===== src/design/spi_cmd_pkg.sv =====
`default_nettype none

package spi_cmd_pkg;

  // ----------------------------------------
  // Command word layout
  // ----------------------------------------

  localparam int ADDR_W = 3;
  localparam int DATA_W = 8;

  // One operation bit, then the address, then the write data
  localparam int CMD_W  = 1 + ADDR_W + DATA_W;
  localparam int OP_BIT = CMD_W - 1;

  // Operation carried in the top bit of the command
  typedef enum logic
  {
    OP_READ  = 1'b0,
    OP_WRITE = 1'b1
  } cmd_op_e;

endpackage

`default_nettype wire


===== src/design/spi_phy_pkg.sv =====
`default_nettype none

package spi_phy_pkg;

  // ----------------------------------------
  // Frame lengths on the bus
  // ----------------------------------------

  localparam int LEN_W = 4;

  localparam logic [LEN_W-1:0] HDR_BITS = 4'd4;
  localparam logic [LEN_W-1:0] RD_BITS  = 4'd8;

  // Sequencer states
  typedef enum logic [2:0]
  {
    ST_IDLE,
    ST_WRITE,
    ST_RD_HDR,
    ST_RD_GAP,
    ST_RD_DATA,
    ST_DONE
  } seq_state_e;

endpackage

`default_nettype wire


===== src/design/spi_shift_if.sv =====
`timescale 1ns/1ns
`default_nettype none

interface spi_shift_if;

  // Frame request from the sequencer
  logic                             start;
  logic [spi_phy_pkg::LEN_W-1:0]    nbits;
  logic [spi_cmd_pkg::CMD_W-1:0]    tx_word;

  // Frame result from the shift engine
  logic                             done;
  logic [spi_cmd_pkg::DATA_W-1:0]   rx_byte;

  modport seq
  (
    output start,
    output nbits,
    output tx_word,
    input  done,
    input  rx_byte
  );

  modport eng
  (
    input  start,
    input  nbits,
    input  tx_word,
    output done,
    output rx_byte
  );

endinterface

`default_nettype wire


===== src/design/spi_sclk_gen.sv =====
`timescale 1ns/1ns
`default_nettype none

module spi_sclk_gen #(
  parameter int SCLK_DIV = 5
) (
  input  logic clk,
  input  logic rst_n,
  input  logic en,
  output logic sclk,
  output logic rise,
  output logic fall
);

  // SCLK_DIV must be at least 2
  localparam int               CNT_W    = $clog2(SCLK_DIV);
  localparam logic [CNT_W-1:0] CNT_LAST = CNT_W'(SCLK_DIV - 1);

  logic [CNT_W-1:0] cnt;
  logic             tick;

  // A tick marks the last clk of a half period, so sclk toggles on the next edge
  assign tick = en && (cnt == CNT_LAST);
  assign rise = tick && !sclk;
  assign fall = tick && sclk;

  always_ff @(posedge clk or negedge rst_n)
  begin
    if (!rst_n)
    begin
      cnt  <= '0;
      sclk <= 1'b0;
    end
    else if (!en)
    begin
      cnt  <= '0;
      sclk <= 1'b0;
    end
    else if (tick)
    begin
      cnt  <= '0;
      sclk <= ~sclk;
    end
    else
    begin
      cnt <= cnt + 1'b1;
    end
  end

endmodule

`default_nettype wire


===== src/design/spi_shifter.sv =====
`timescale 1ns/1ns
`default_nettype none

module spi_shifter #(
  parameter int SCLK_DIV = 5
) (
  input  logic     clk,
  input  logic     rst_n,
  spi_shift_if.eng shift,
  output logic     sclk,
  output logic     cs_n,
  output logic     mosi,
  input  logic     miso
);

  localparam int CMD_W  = spi_cmd_pkg::CMD_W;
  localparam int DATA_W = spi_cmd_pkg::DATA_W;
  localparam int LEN_W  = spi_phy_pkg::LEN_W;

  localparam logic [LEN_W-1:0] LAST_BIT = LEN_W'(1);

  logic             busy;
  logic             rise;
  logic             fall;
  logic             last_fall;
  logic             done_q;
  logic [LEN_W-1:0] bits_left;
  logic [CMD_W-1:0] tx_sr;
  logic [DATA_W-1:0] rx_sr;

  // ----------------------------------------
  // Bit clock
  // ----------------------------------------

  spi_sclk_gen #(
    .SCLK_DIV (SCLK_DIV)
  ) u_sclk_gen (
    .clk   (clk),
    .rst_n (rst_n),
    .en    (busy),
    .sclk  (sclk),
    .rise  (rise),
    .fall  (fall)
  );

  assign last_fall = fall && (bits_left == LAST_BIT);

  // ----------------------------------------
  // Frame control
  // ----------------------------------------

  // The first bit goes out with cs_n, later bits follow each falling sclk
  always_ff @(posedge clk or negedge rst_n)
  begin
    if (!rst_n)
    begin
      busy      <= 1'b0;
      cs_n      <= 1'b1;
      mosi      <= 1'b0;
      done_q    <= 1'b0;
      bits_left <= '0;
    end
    else
    begin
      done_q <= 1'b0;
      if (shift.start)
      begin
        busy      <= 1'b1;
        cs_n      <= 1'b0;
        mosi      <= shift.tx_word[CMD_W-1];
        bits_left <= shift.nbits;
      end
      else if (last_fall)
      begin
        busy      <= 1'b0;
        cs_n      <= 1'b1;
        mosi      <= 1'b0;
        done_q    <= 1'b1;
        bits_left <= '0;
      end
      else if (fall)
      begin
        mosi      <= tx_sr[CMD_W-1];
        bits_left <= bits_left - 1'b1;
      end
    end
  end

  // ----------------------------------------
  // Data shift registers
  // ----------------------------------------

  always_ff @(posedge clk)
  begin
    if (shift.start)
      tx_sr <= shift.tx_word << 1;
    else if (fall)
      tx_sr <= tx_sr << 1;

    // Sample miso in the clk just before sclk goes high
    if (rise)
      rx_sr <= {rx_sr[DATA_W-2:0], miso};
  end

  assign shift.done    = done_q;
  assign shift.rx_byte = rx_sr;

endmodule

`default_nettype wire


===== src/design/spi_cmd_ctrl.sv =====
`timescale 1ns/1ns
`default_nettype none

module spi_cmd_ctrl #(
  parameter int GAP_CYCLES = 100
) (
  input  logic                            clk,
  input  logic                            rst_n,
  input  logic [spi_cmd_pkg::CMD_W-1:0]   cmd_in,
  input  logic                            cmd_vld,
  output logic                            cmd_rdy,
  output logic                            read_vld,
  output logic [spi_cmd_pkg::DATA_W-1:0]  read_data,
  spi_shift_if.seq                        shift
);

  localparam int CMD_W = spi_cmd_pkg::CMD_W;
  localparam int LEN_W = spi_phy_pkg::LEN_W;

  localparam logic [LEN_W-1:0] WR_BITS = LEN_W'(CMD_W);

  // GAP_CYCLES must be at least 3, the start register and the engine take
  // up the remaining two cycles of the gap
  localparam int               GAP_W    = $clog2(GAP_CYCLES);
  localparam logic [GAP_W-1:0] GAP_LAST = GAP_W'(GAP_CYCLES - 3);

  spi_phy_pkg::seq_state_e state;
  spi_cmd_pkg::cmd_op_e    in_op;

  logic             accept;
  logic             start_q;
  logic [CMD_W-1:0] cmd_reg;
  logic [GAP_W-1:0] gap_cnt;

  // ----------------------------------------
  // Intake
  // ----------------------------------------

  assign cmd_rdy  = (state == spi_phy_pkg::ST_IDLE) || (state == spi_phy_pkg::ST_DONE);
  assign read_vld = (state == spi_phy_pkg::ST_DONE);
  assign accept   = cmd_vld && cmd_rdy;
  assign in_op    = spi_cmd_pkg::cmd_op_e'(cmd_in[spi_cmd_pkg::OP_BIT]);

  always_ff @(posedge clk)
  begin
    if (accept)
      cmd_reg <= cmd_in;
  end

  // ----------------------------------------
  // Frame request
  // ----------------------------------------

  // The read header is the top four bits of the command, already left aligned
  always_comb
  begin
    case (state)
      spi_phy_pkg::ST_WRITE:
      begin
        shift.nbits   = WR_BITS;
        shift.tx_word = cmd_reg;
      end
      spi_phy_pkg::ST_RD_HDR:
      begin
        shift.nbits   = spi_phy_pkg::HDR_BITS;
        shift.tx_word = cmd_reg;
      end
      default:
      begin
        shift.nbits   = spi_phy_pkg::RD_BITS;
        shift.tx_word = '0;
      end
    endcase
  end

  assign shift.start = start_q;

  // ----------------------------------------
  // Sequencer FSM
  // ----------------------------------------

  always_ff @(posedge clk or negedge rst_n)
  begin
    if (!rst_n)
    begin
      state   <= spi_phy_pkg::ST_IDLE;
      start_q <= 1'b0;
      gap_cnt <= '0;
    end
    else
    begin
      start_q <= 1'b0;
      case (state)
        spi_phy_pkg::ST_IDLE,
        spi_phy_pkg::ST_DONE:
        begin
          if (accept)
          begin
            start_q <= 1'b1;
            state   <= (in_op == spi_cmd_pkg::OP_WRITE) ? spi_phy_pkg::ST_WRITE
                                                        : spi_phy_pkg::ST_RD_HDR;
          end
          else
          begin
            state <= spi_phy_pkg::ST_IDLE;
          end
        end
        spi_phy_pkg::ST_WRITE:
        begin
          if (shift.done)
            state <= spi_phy_pkg::ST_IDLE;
        end
        spi_phy_pkg::ST_RD_HDR:
        begin
          if (shift.done)
          begin
            state   <= spi_phy_pkg::ST_RD_GAP;
            gap_cnt <= '0;
          end
        end
        spi_phy_pkg::ST_RD_GAP:
        begin
          // cs_n went high with done and falls again one cycle after start
          if (gap_cnt == GAP_LAST)
          begin
            start_q <= 1'b1;
            state   <= spi_phy_pkg::ST_RD_DATA;
          end
          else
          begin
            gap_cnt <= gap_cnt + 1'b1;
          end
        end
        spi_phy_pkg::ST_RD_DATA:
        begin
          if (shift.done)
            state <= spi_phy_pkg::ST_DONE;
        end
        default:
        begin
          state <= spi_phy_pkg::ST_IDLE;
        end
      endcase
    end
  end

  // ----------------------------------------
  // Read result
  // ----------------------------------------

  always_ff @(posedge clk or negedge rst_n)
  begin
    if (!rst_n)
      read_data <= '0;
    else if ((state == spi_phy_pkg::ST_RD_DATA) && shift.done)
      read_data <= shift.rx_byte;
  end

endmodule

`default_nettype wire


===== src/design/spi_cmd_master.sv =====
`timescale 1ns/1ns
`default_nettype none

module spi_cmd_master #(
  parameter int SCLK_DIV   = 5,
  parameter int GAP_CYCLES = 100
) (
  input  logic                            clk,
  input  logic                            rst_n,
  input  logic [spi_cmd_pkg::CMD_W-1:0]   cmd_in,
  input  logic                            cmd_vld,
  output logic                            cmd_rdy,
  output logic                            sclk,
  output logic                            cs_n,
  output logic                            mosi,
  input  logic                            miso,
  output logic                            read_vld,
  output logic [spi_cmd_pkg::DATA_W-1:0]  read_data
);

  spi_shift_if shift_bus ();

  spi_cmd_ctrl #(
    .GAP_CYCLES (GAP_CYCLES)
  ) u_ctrl (
    .clk       (clk),
    .rst_n     (rst_n),
    .cmd_in    (cmd_in),
    .cmd_vld   (cmd_vld),
    .cmd_rdy   (cmd_rdy),
    .read_vld  (read_vld),
    .read_data (read_data),
    .shift     (shift_bus.seq)
  );

  spi_shifter #(
    .SCLK_DIV (SCLK_DIV)
  ) u_shifter (
    .clk   (clk),
    .rst_n (rst_n),
    .shift (shift_bus.eng),
    .sclk  (sclk),
    .cs_n  (cs_n),
    .mosi  (mosi),
    .miso  (miso)
  );

endmodule

`default_nettype wire


===== config.mk =====
export PLATFORM = sky130hd
export DESIGN_NAME = spi_cmd_master
export DESIGN_NICKNAME = d
export VERILOG_FILES = /design/src/design/spi_cmd_pkg.sv /design/src/design/spi_phy_pkg.sv /design/src/design/spi_shift_if.sv /design/src/design/spi_sclk_gen.sv /design/src/design/spi_shifter.sv /design/src/design/spi_cmd_ctrl.sv /design/src/design/spi_cmd_master.sv
export SDC_FILE = /design/constraint.sdc
export NUM_CORES = 1
export LEC_CHECK = 0
export BUFFER_PORTS_ARGS = -buffer_cell sky130_fd_sc_hd__buf_2
export CORE_UTILIZATION = 29
export CTS_CLUSTER_DIAMETER = 30
export DETAILED_ROUTE_END_ITERATION = 6
export PLACE_DENSITY_LB_ADDON = 0.12
export SYNTH_ARGS = -nofsm -noshare
export SYNTH_HDL_FRONTEND = slang
export SYNTH_HIERARCHICAL = 1
export SYNTH_SLANG_ARGS = --single-unit

===== constraint.sdc =====
create_clock -name clk -period 2.2 [get_ports clk]
set_input_delay 0.44 -clock clk [delete_from_list [all_inputs] [get_ports clk]]
set_output_delay 0.44 -clock clk [all_outputs]
set_load 0.01 [all_outputs]

Word level (Yosys, flattened, before mapping)

Cells that the tools add are included.

Word-level logic and storage cells: 82
Output and inout port bits: 13
Register bits: 62

$add $sub $neg: 3
Bitwise logic cells: 1
Mux-type cells: 33
Equal/unequal tests: 14
Reductions and logical operators: 17

Operators with widths:

| kind                  | count |
|---|---|
| $mux W12              | 3 |
| $mux W3               | 7 |
| $pmux W3 S5           | 1 |
| $mux W7               | 2 |
| $pmux W7 S2           | 1 |
| $mux W1               | 13 |
| $mux W4               | 3 |
| $eq A3 B3 Y1 const B  | 3 |
| $ne A2 B1 Y1 const B  | 4 |
| $pmux W4 S2           | 1 |
| $add A7 B1 Y7 const B | 1 |
| $eq A7 B7 Y1 const B  | 1 |
| $eq A3 B2 Y1 const B  | 2 |
| $logic_and A1 B1 Y1   | 6 |
| $reduce_bool A2 Y1    | 3 |
| $eq A4 B1 Y1 const B  | 1 |
| $ne A2 B2 Y1 const B  | 2 |
| $reduce_and A4 Y1     | 1 |
| $reduce_or A2 Y1      | 2 |
| $sub A4 B1 Y4 const B | 1 |
| $add A3 B1 Y3 const B | 1 |
| $eq A3 B1 Y1 const B  | 1 |
| $logic_not A3 Y1      | 1 |
| $reduce_and A3 Y1     | 1 |
| other kinds (6)       | 6 |

Longest topological paths before layout

Depth after elaboration: 6
Gate-level depth with buffers: 7

By module

Netlist, hierarchy kept.

Modules (own cells, without submodules):

| module       | cells an instance | area an instance (µm²) | times used |
|---|---|---|---|
| spi_cmd_ctrl | 122               | 1455.1                 | 1 |
| spi_shifter  | 75                | 1129.8                 | 1 |
| spi_sclk_gen | 19                | 211.5                  | 1 |

Worst setup path before layout

No wires, ideal clock.

Path kind: register to register
Start: register u_shifter.u_sclk_gen.cnt[0]
End: register u_shifter.tx_sr[10], enable pin
Cell stages (with the launch flop): 6
Required time: 1.854 ns
Slack: 0.471 ns
Data arrival time: 1.383 ns
Path through: dfrtp_1 > inv_1 > ha_1 > and2_4 > and3_1 > or2_1

Cells in the longest elaborated chain, start to end: 4

RTL lines:

| item                         | line               | RTL |
|---|---|---|
| start, declared              | spi_sclk_gen.sv:19 | `logic [CNT_W-1:0] cnt;` |
| start signal, assigned       | spi_sclk_gen.sv:46 | `cnt <= cnt + 1'b1;` |
| $eq A3 B3 Y1                 | spi_sclk_gen.sv:23 | `assign tick = en && (cnt == CNT_LAST);` |
| $logic_and A1 B1 Y1          | spi_sclk_gen.sv:23 |  |
| $logic_and A1 B1 Y1          | spi_sclk_gen.sv:25 | `assign fall = tick && sclk;` |
| named net u_shifter.fall     | spi_shifter.sv:24  | `logic fall;` |
| $reduce_bool A2 Y1 (no line) | --                 |  |
| end signal, assigned         | spi_shifter.sv:96  | `tx_sr <= shift.tx_word << 1;` |
| end signal, assigned         | spi_shifter.sv:98  | `tx_sr <= tx_sr << 1;` |
| end, declared                | spi_shifter.sv:28  | `logic [CMD_W-1:0] tx_sr;` |

The timed path passes the listed nets, and every way through them passes these cells.
A chain may end at the register's enable or synchronous reset.

Worst setup path after layout

Start: register u_ctrl.state[2]
End: output read_vld

Cells in the longest elaborated chain, start to end: 1

RTL lines:

| item                   | line                 | RTL |
|---|---|---|
| start, declared        | spi_cmd_ctrl.sv:27   | `spi_phy_pkg::seq_state_e state;` |
| start signal, assigned | spi_cmd_ctrl.sv:86   | `state <= spi_phy_pkg::ST_IDLE;` |
| start signal, assigned | spi_cmd_ctrl.sv:100  | `state <= (in_op == spi_cmd_pkg::OP_WRITE) ? spi_phy_pkg::ST_WRITE` |
| start signal, assigned | spi_cmd_ctrl.sv:105  | `state <= spi_phy_pkg::ST_IDLE;` |
| $eq A3 B3 Y1           | spi_cmd_ctrl.sv:40   | `assign read_vld = (state == spi_phy_pkg::ST_DONE);` |
| end, declared          | spi_cmd_master.sv:17 | `output logic read_vld,` |

Every way passes these cells.

==> flow_summary_export.csv <==
group,metric,value,unit
outcome,outcome,"finished clean",
finish,layout-drive-gt1-share,27.5,%
yosys,synth_area,0.00280,mm²
setup_path,end_kind,"output port",
yosys,synthTopCellsByArea,"edfxtp_1 (33%), dfrtp_1 (27%), mux2_2 (4.8%)",
place,place_congestion,0.725,
grt,grt_max_degree,32,
yosys,yosysWarnings,6,
cts,cts_root_buf,"clkbuf_8",
yosys,ys_ff_latch,62,
setup_path,slowest_delay,0.48,ns
finish,diodes,0,
power,peakVddDrop,0.262,mV
finish,final_nets,275,
timing,setup_viol,0,
place,dp.final_hpwl,3340,µm
setup_path,cp_max_fo,8,
floorplanning,ioPinCount,29,
floorplanning,start_util,30.1,%
finish,final_area,0.00329,mm²
yosys,synth_flop_cell,"edfxtp_1",
routing,final_antenna_net_count,0,
finish,fin_cells,387,
timing,hold_viol_final,0,
yosys,ys_top_cells_by_count,"edfxtp_1 (31), dfrtp_1 (30), and2_1 (15)",
timing,grt_setup_unrepaired,"no",
yosys,ys_seq_area_share,61.1,%
cts,cts.sinks,62,
cts,h-tree-depth,3,
grt,antenna_found_initial,0,
yosys,netlist_instances,216,
yosys,synth_edf_count,31,
routing,dr_total_vias,1690,
place,place_inst,371,
timing,fin_skew,0.00838,ns
floorplanning,core_area,0.00928,mm²
cts,post_cts_buffers,0,
grt,grt_pass1_vias,1742,
yosys,synth_top_area_share,33.3,%
cts,numCtsBuffers,9,
yosys,synthMostInstantiatedCell,"edfxtp_1",
routing,avgRoutedWirePerCell,12.7,µm
grt,grt_pass1_wl,8590,µm
routing,wl,4920,µm
floorplanning,die_h,100,µm
routing,drcViolationCount,0,
setup_path,required,1.76,ns
yosys,yosysUniqueCellTypes,52,
finish,syn_to_final_growth,17.5,%
cts,clk_pin_slew_worst_paths,0.07,ns
setup_path,path_cells,"or2b_1 > nor2_1 > buf_2",
setup_path,critPathSlowestCell,"dfrtp_1",
timing,post-route-period-util,85.6,%
cts,insertion_delay,0.34,ns
place,placed_cell_area,0.00309,mm²
routing,drtIter0Drc,42,
cts,cts_resized,0,
setup_path,cp-start-kind,"flip-flop",
cts,cts_tree,"done",
setup_path,cp.arrival,1.44,ns
hold_path,hp-class,"input port to asynchronous set/reset pin",
timing,report.final.slew_viol_count,0,
grt,overflow,0,
routing,firstDrtPassIters,4,
timing,tns,0,ns
timing,min_period,1.88,ns
finish,largest_reg_flops,12,
cts,clockBufferDepth,2,
finish,fillers,954,
power,cellPowerDensity,869,mW/mm²
setup_path,worstSetupPathType,"flip-flop to output port",
timing,relSlewSlack,49.7,%
floorplanning,dieArea,0.0100,mm²
yosys,synthArstFlopShare,50.0,%
cts,ctsHoldBuffers,0,
timing,tightest_slew,0.755,ns
power,p_leak,1.35,nW
yosys,synth_area_per_cell,12.9,µm²
yosys,yosys.area.top_type,"edfxtp_1",
run,drv_cap,0,
timing,clock.fmax,531,MHz
floorplanning,fp.dieW,100,µm
place,port_buffers,28,
floorplanning,num_rows,35,
routing,viasPerCell,4.37,
grt,grt.total_usage,11.5,%
## logic make-up (layout without fill, tap and decap cells)
| family | count (synthesis) | after routing | synth area share (%) |
|---|---|---|---|
| multiplexers | 20 | 20 | 7.96 |
| XOR/XNOR | 2 | 2 | 0.627 |
| AND/OR/NAND/NOR | 72 | 72 | 16.2 |
| adder cells (fa/ha/maj) | 6 | 6 | 2.68 |
| other | 1 | 2 | 0.134 |
| AO/OA/AOI/OAI | 35 | 35 | 7.92 |
| flip-flops | 62 | 62 | 61.1 |
| buffers and inverters | 18 | 59 | 3.40 |
## path summary, 6_finish.rpt
kind                                                   end  slack [ns]  cells past startpoint                        start
worst max-delay path                              read_vld        0.32                      3              u_ctrl/state[2]
worst min-delay path                   u_ctrl/read_data[3]        0.17                      1                        rst_n
worst max register to register      u_shifter/bits_left[3]        0.32                      7  u_shifter/u_sclk_gen/cnt[0]
worst min register to register  u_shifter/shift.rx_byte[3]        0.45                      0   u_shifter/shift.rx_byte[2]
max in group asynchronous        u_shifter/u_sclk_gen/sclk        1.55                      1                        rst_n
min in group clk                         u_ctrl/cmd_reg[1]        0.27                      1                    cmd_in[1]
## stage by stage
stage	power [W]	hold slack, ns	worst slack [ns]	utilization, %
3_5_place_dp	0.00188	0.441	0.329	33.2
5_1_grt	0.00302	0.211	0.184	35.4
4_1_cts	0.00291	0.193	0.303	35.4
2_1_floorplan	0.00174	0.144	0.471	-
3_3_place_gp	0.00187	0.432	0.361	33.2
6_report	0.00286	0.168	0.317	35.4
## where the power goes
group | internal (W) | total (W) | switching [W]
sequential | 0.00136 | 0.00147 | 0.000111
clock | 0.000554 | 0.00101 | 0.000457
combinational | 0.000193 | 0.000372 | 0.000179
## placed cells by master, fill, tap and decap left out, drive strengths merged, types with 3 or more instances in the layout
cell type  netlist  layout
buf              8      34
a22o             4       4
nor2b            7       7
mux2            18      18
nor2             9       9
clkbuf           1      11
o21ai            7       7
a21oi           11      11
nor3b            3       3
nand2           12      12
and2            16      16
ha               6       6
edfxtp          31      31
inv              9       9
nand3            7       7
o22ai            4       4
dfrtp           30      30
nor3             3       3
## layer usage
metal | part of all wire (%) | global-route usage (%) | vias to the layer above | wire length (µm)
li1 | - | - | 843 | -
met1 | 51 | 15.8 | 816 | 2510
met2 | 43 | 15.5 | 20 | 2130
met3 | 2.8 | 3.27 | 11 | 139
met4 | 2.9 | 7.69 | 0 | 143
met5 | 0 | 0 | - | 0
## worst max-delay path, delay by kind of cell, from the launching register on
family                 cells  cell delay [ns]
and+or+nand+nor            2             0.48
buffers and inverters      1             0.15
DFF                        1             0.48
## area by class of cell
cell class	count	area, µm²	area share [%]
multi-input cells	137	997	30.4
clock inverters	5	58.8	1.79
well taps	129	161	4.91
clock buffers	11	141	4.30
repair buffers	34	185	5.64
inverters	9	33.8	1.03
flip-flops and latches	62	1710	52.0
(Power assumes the default switching activity.)
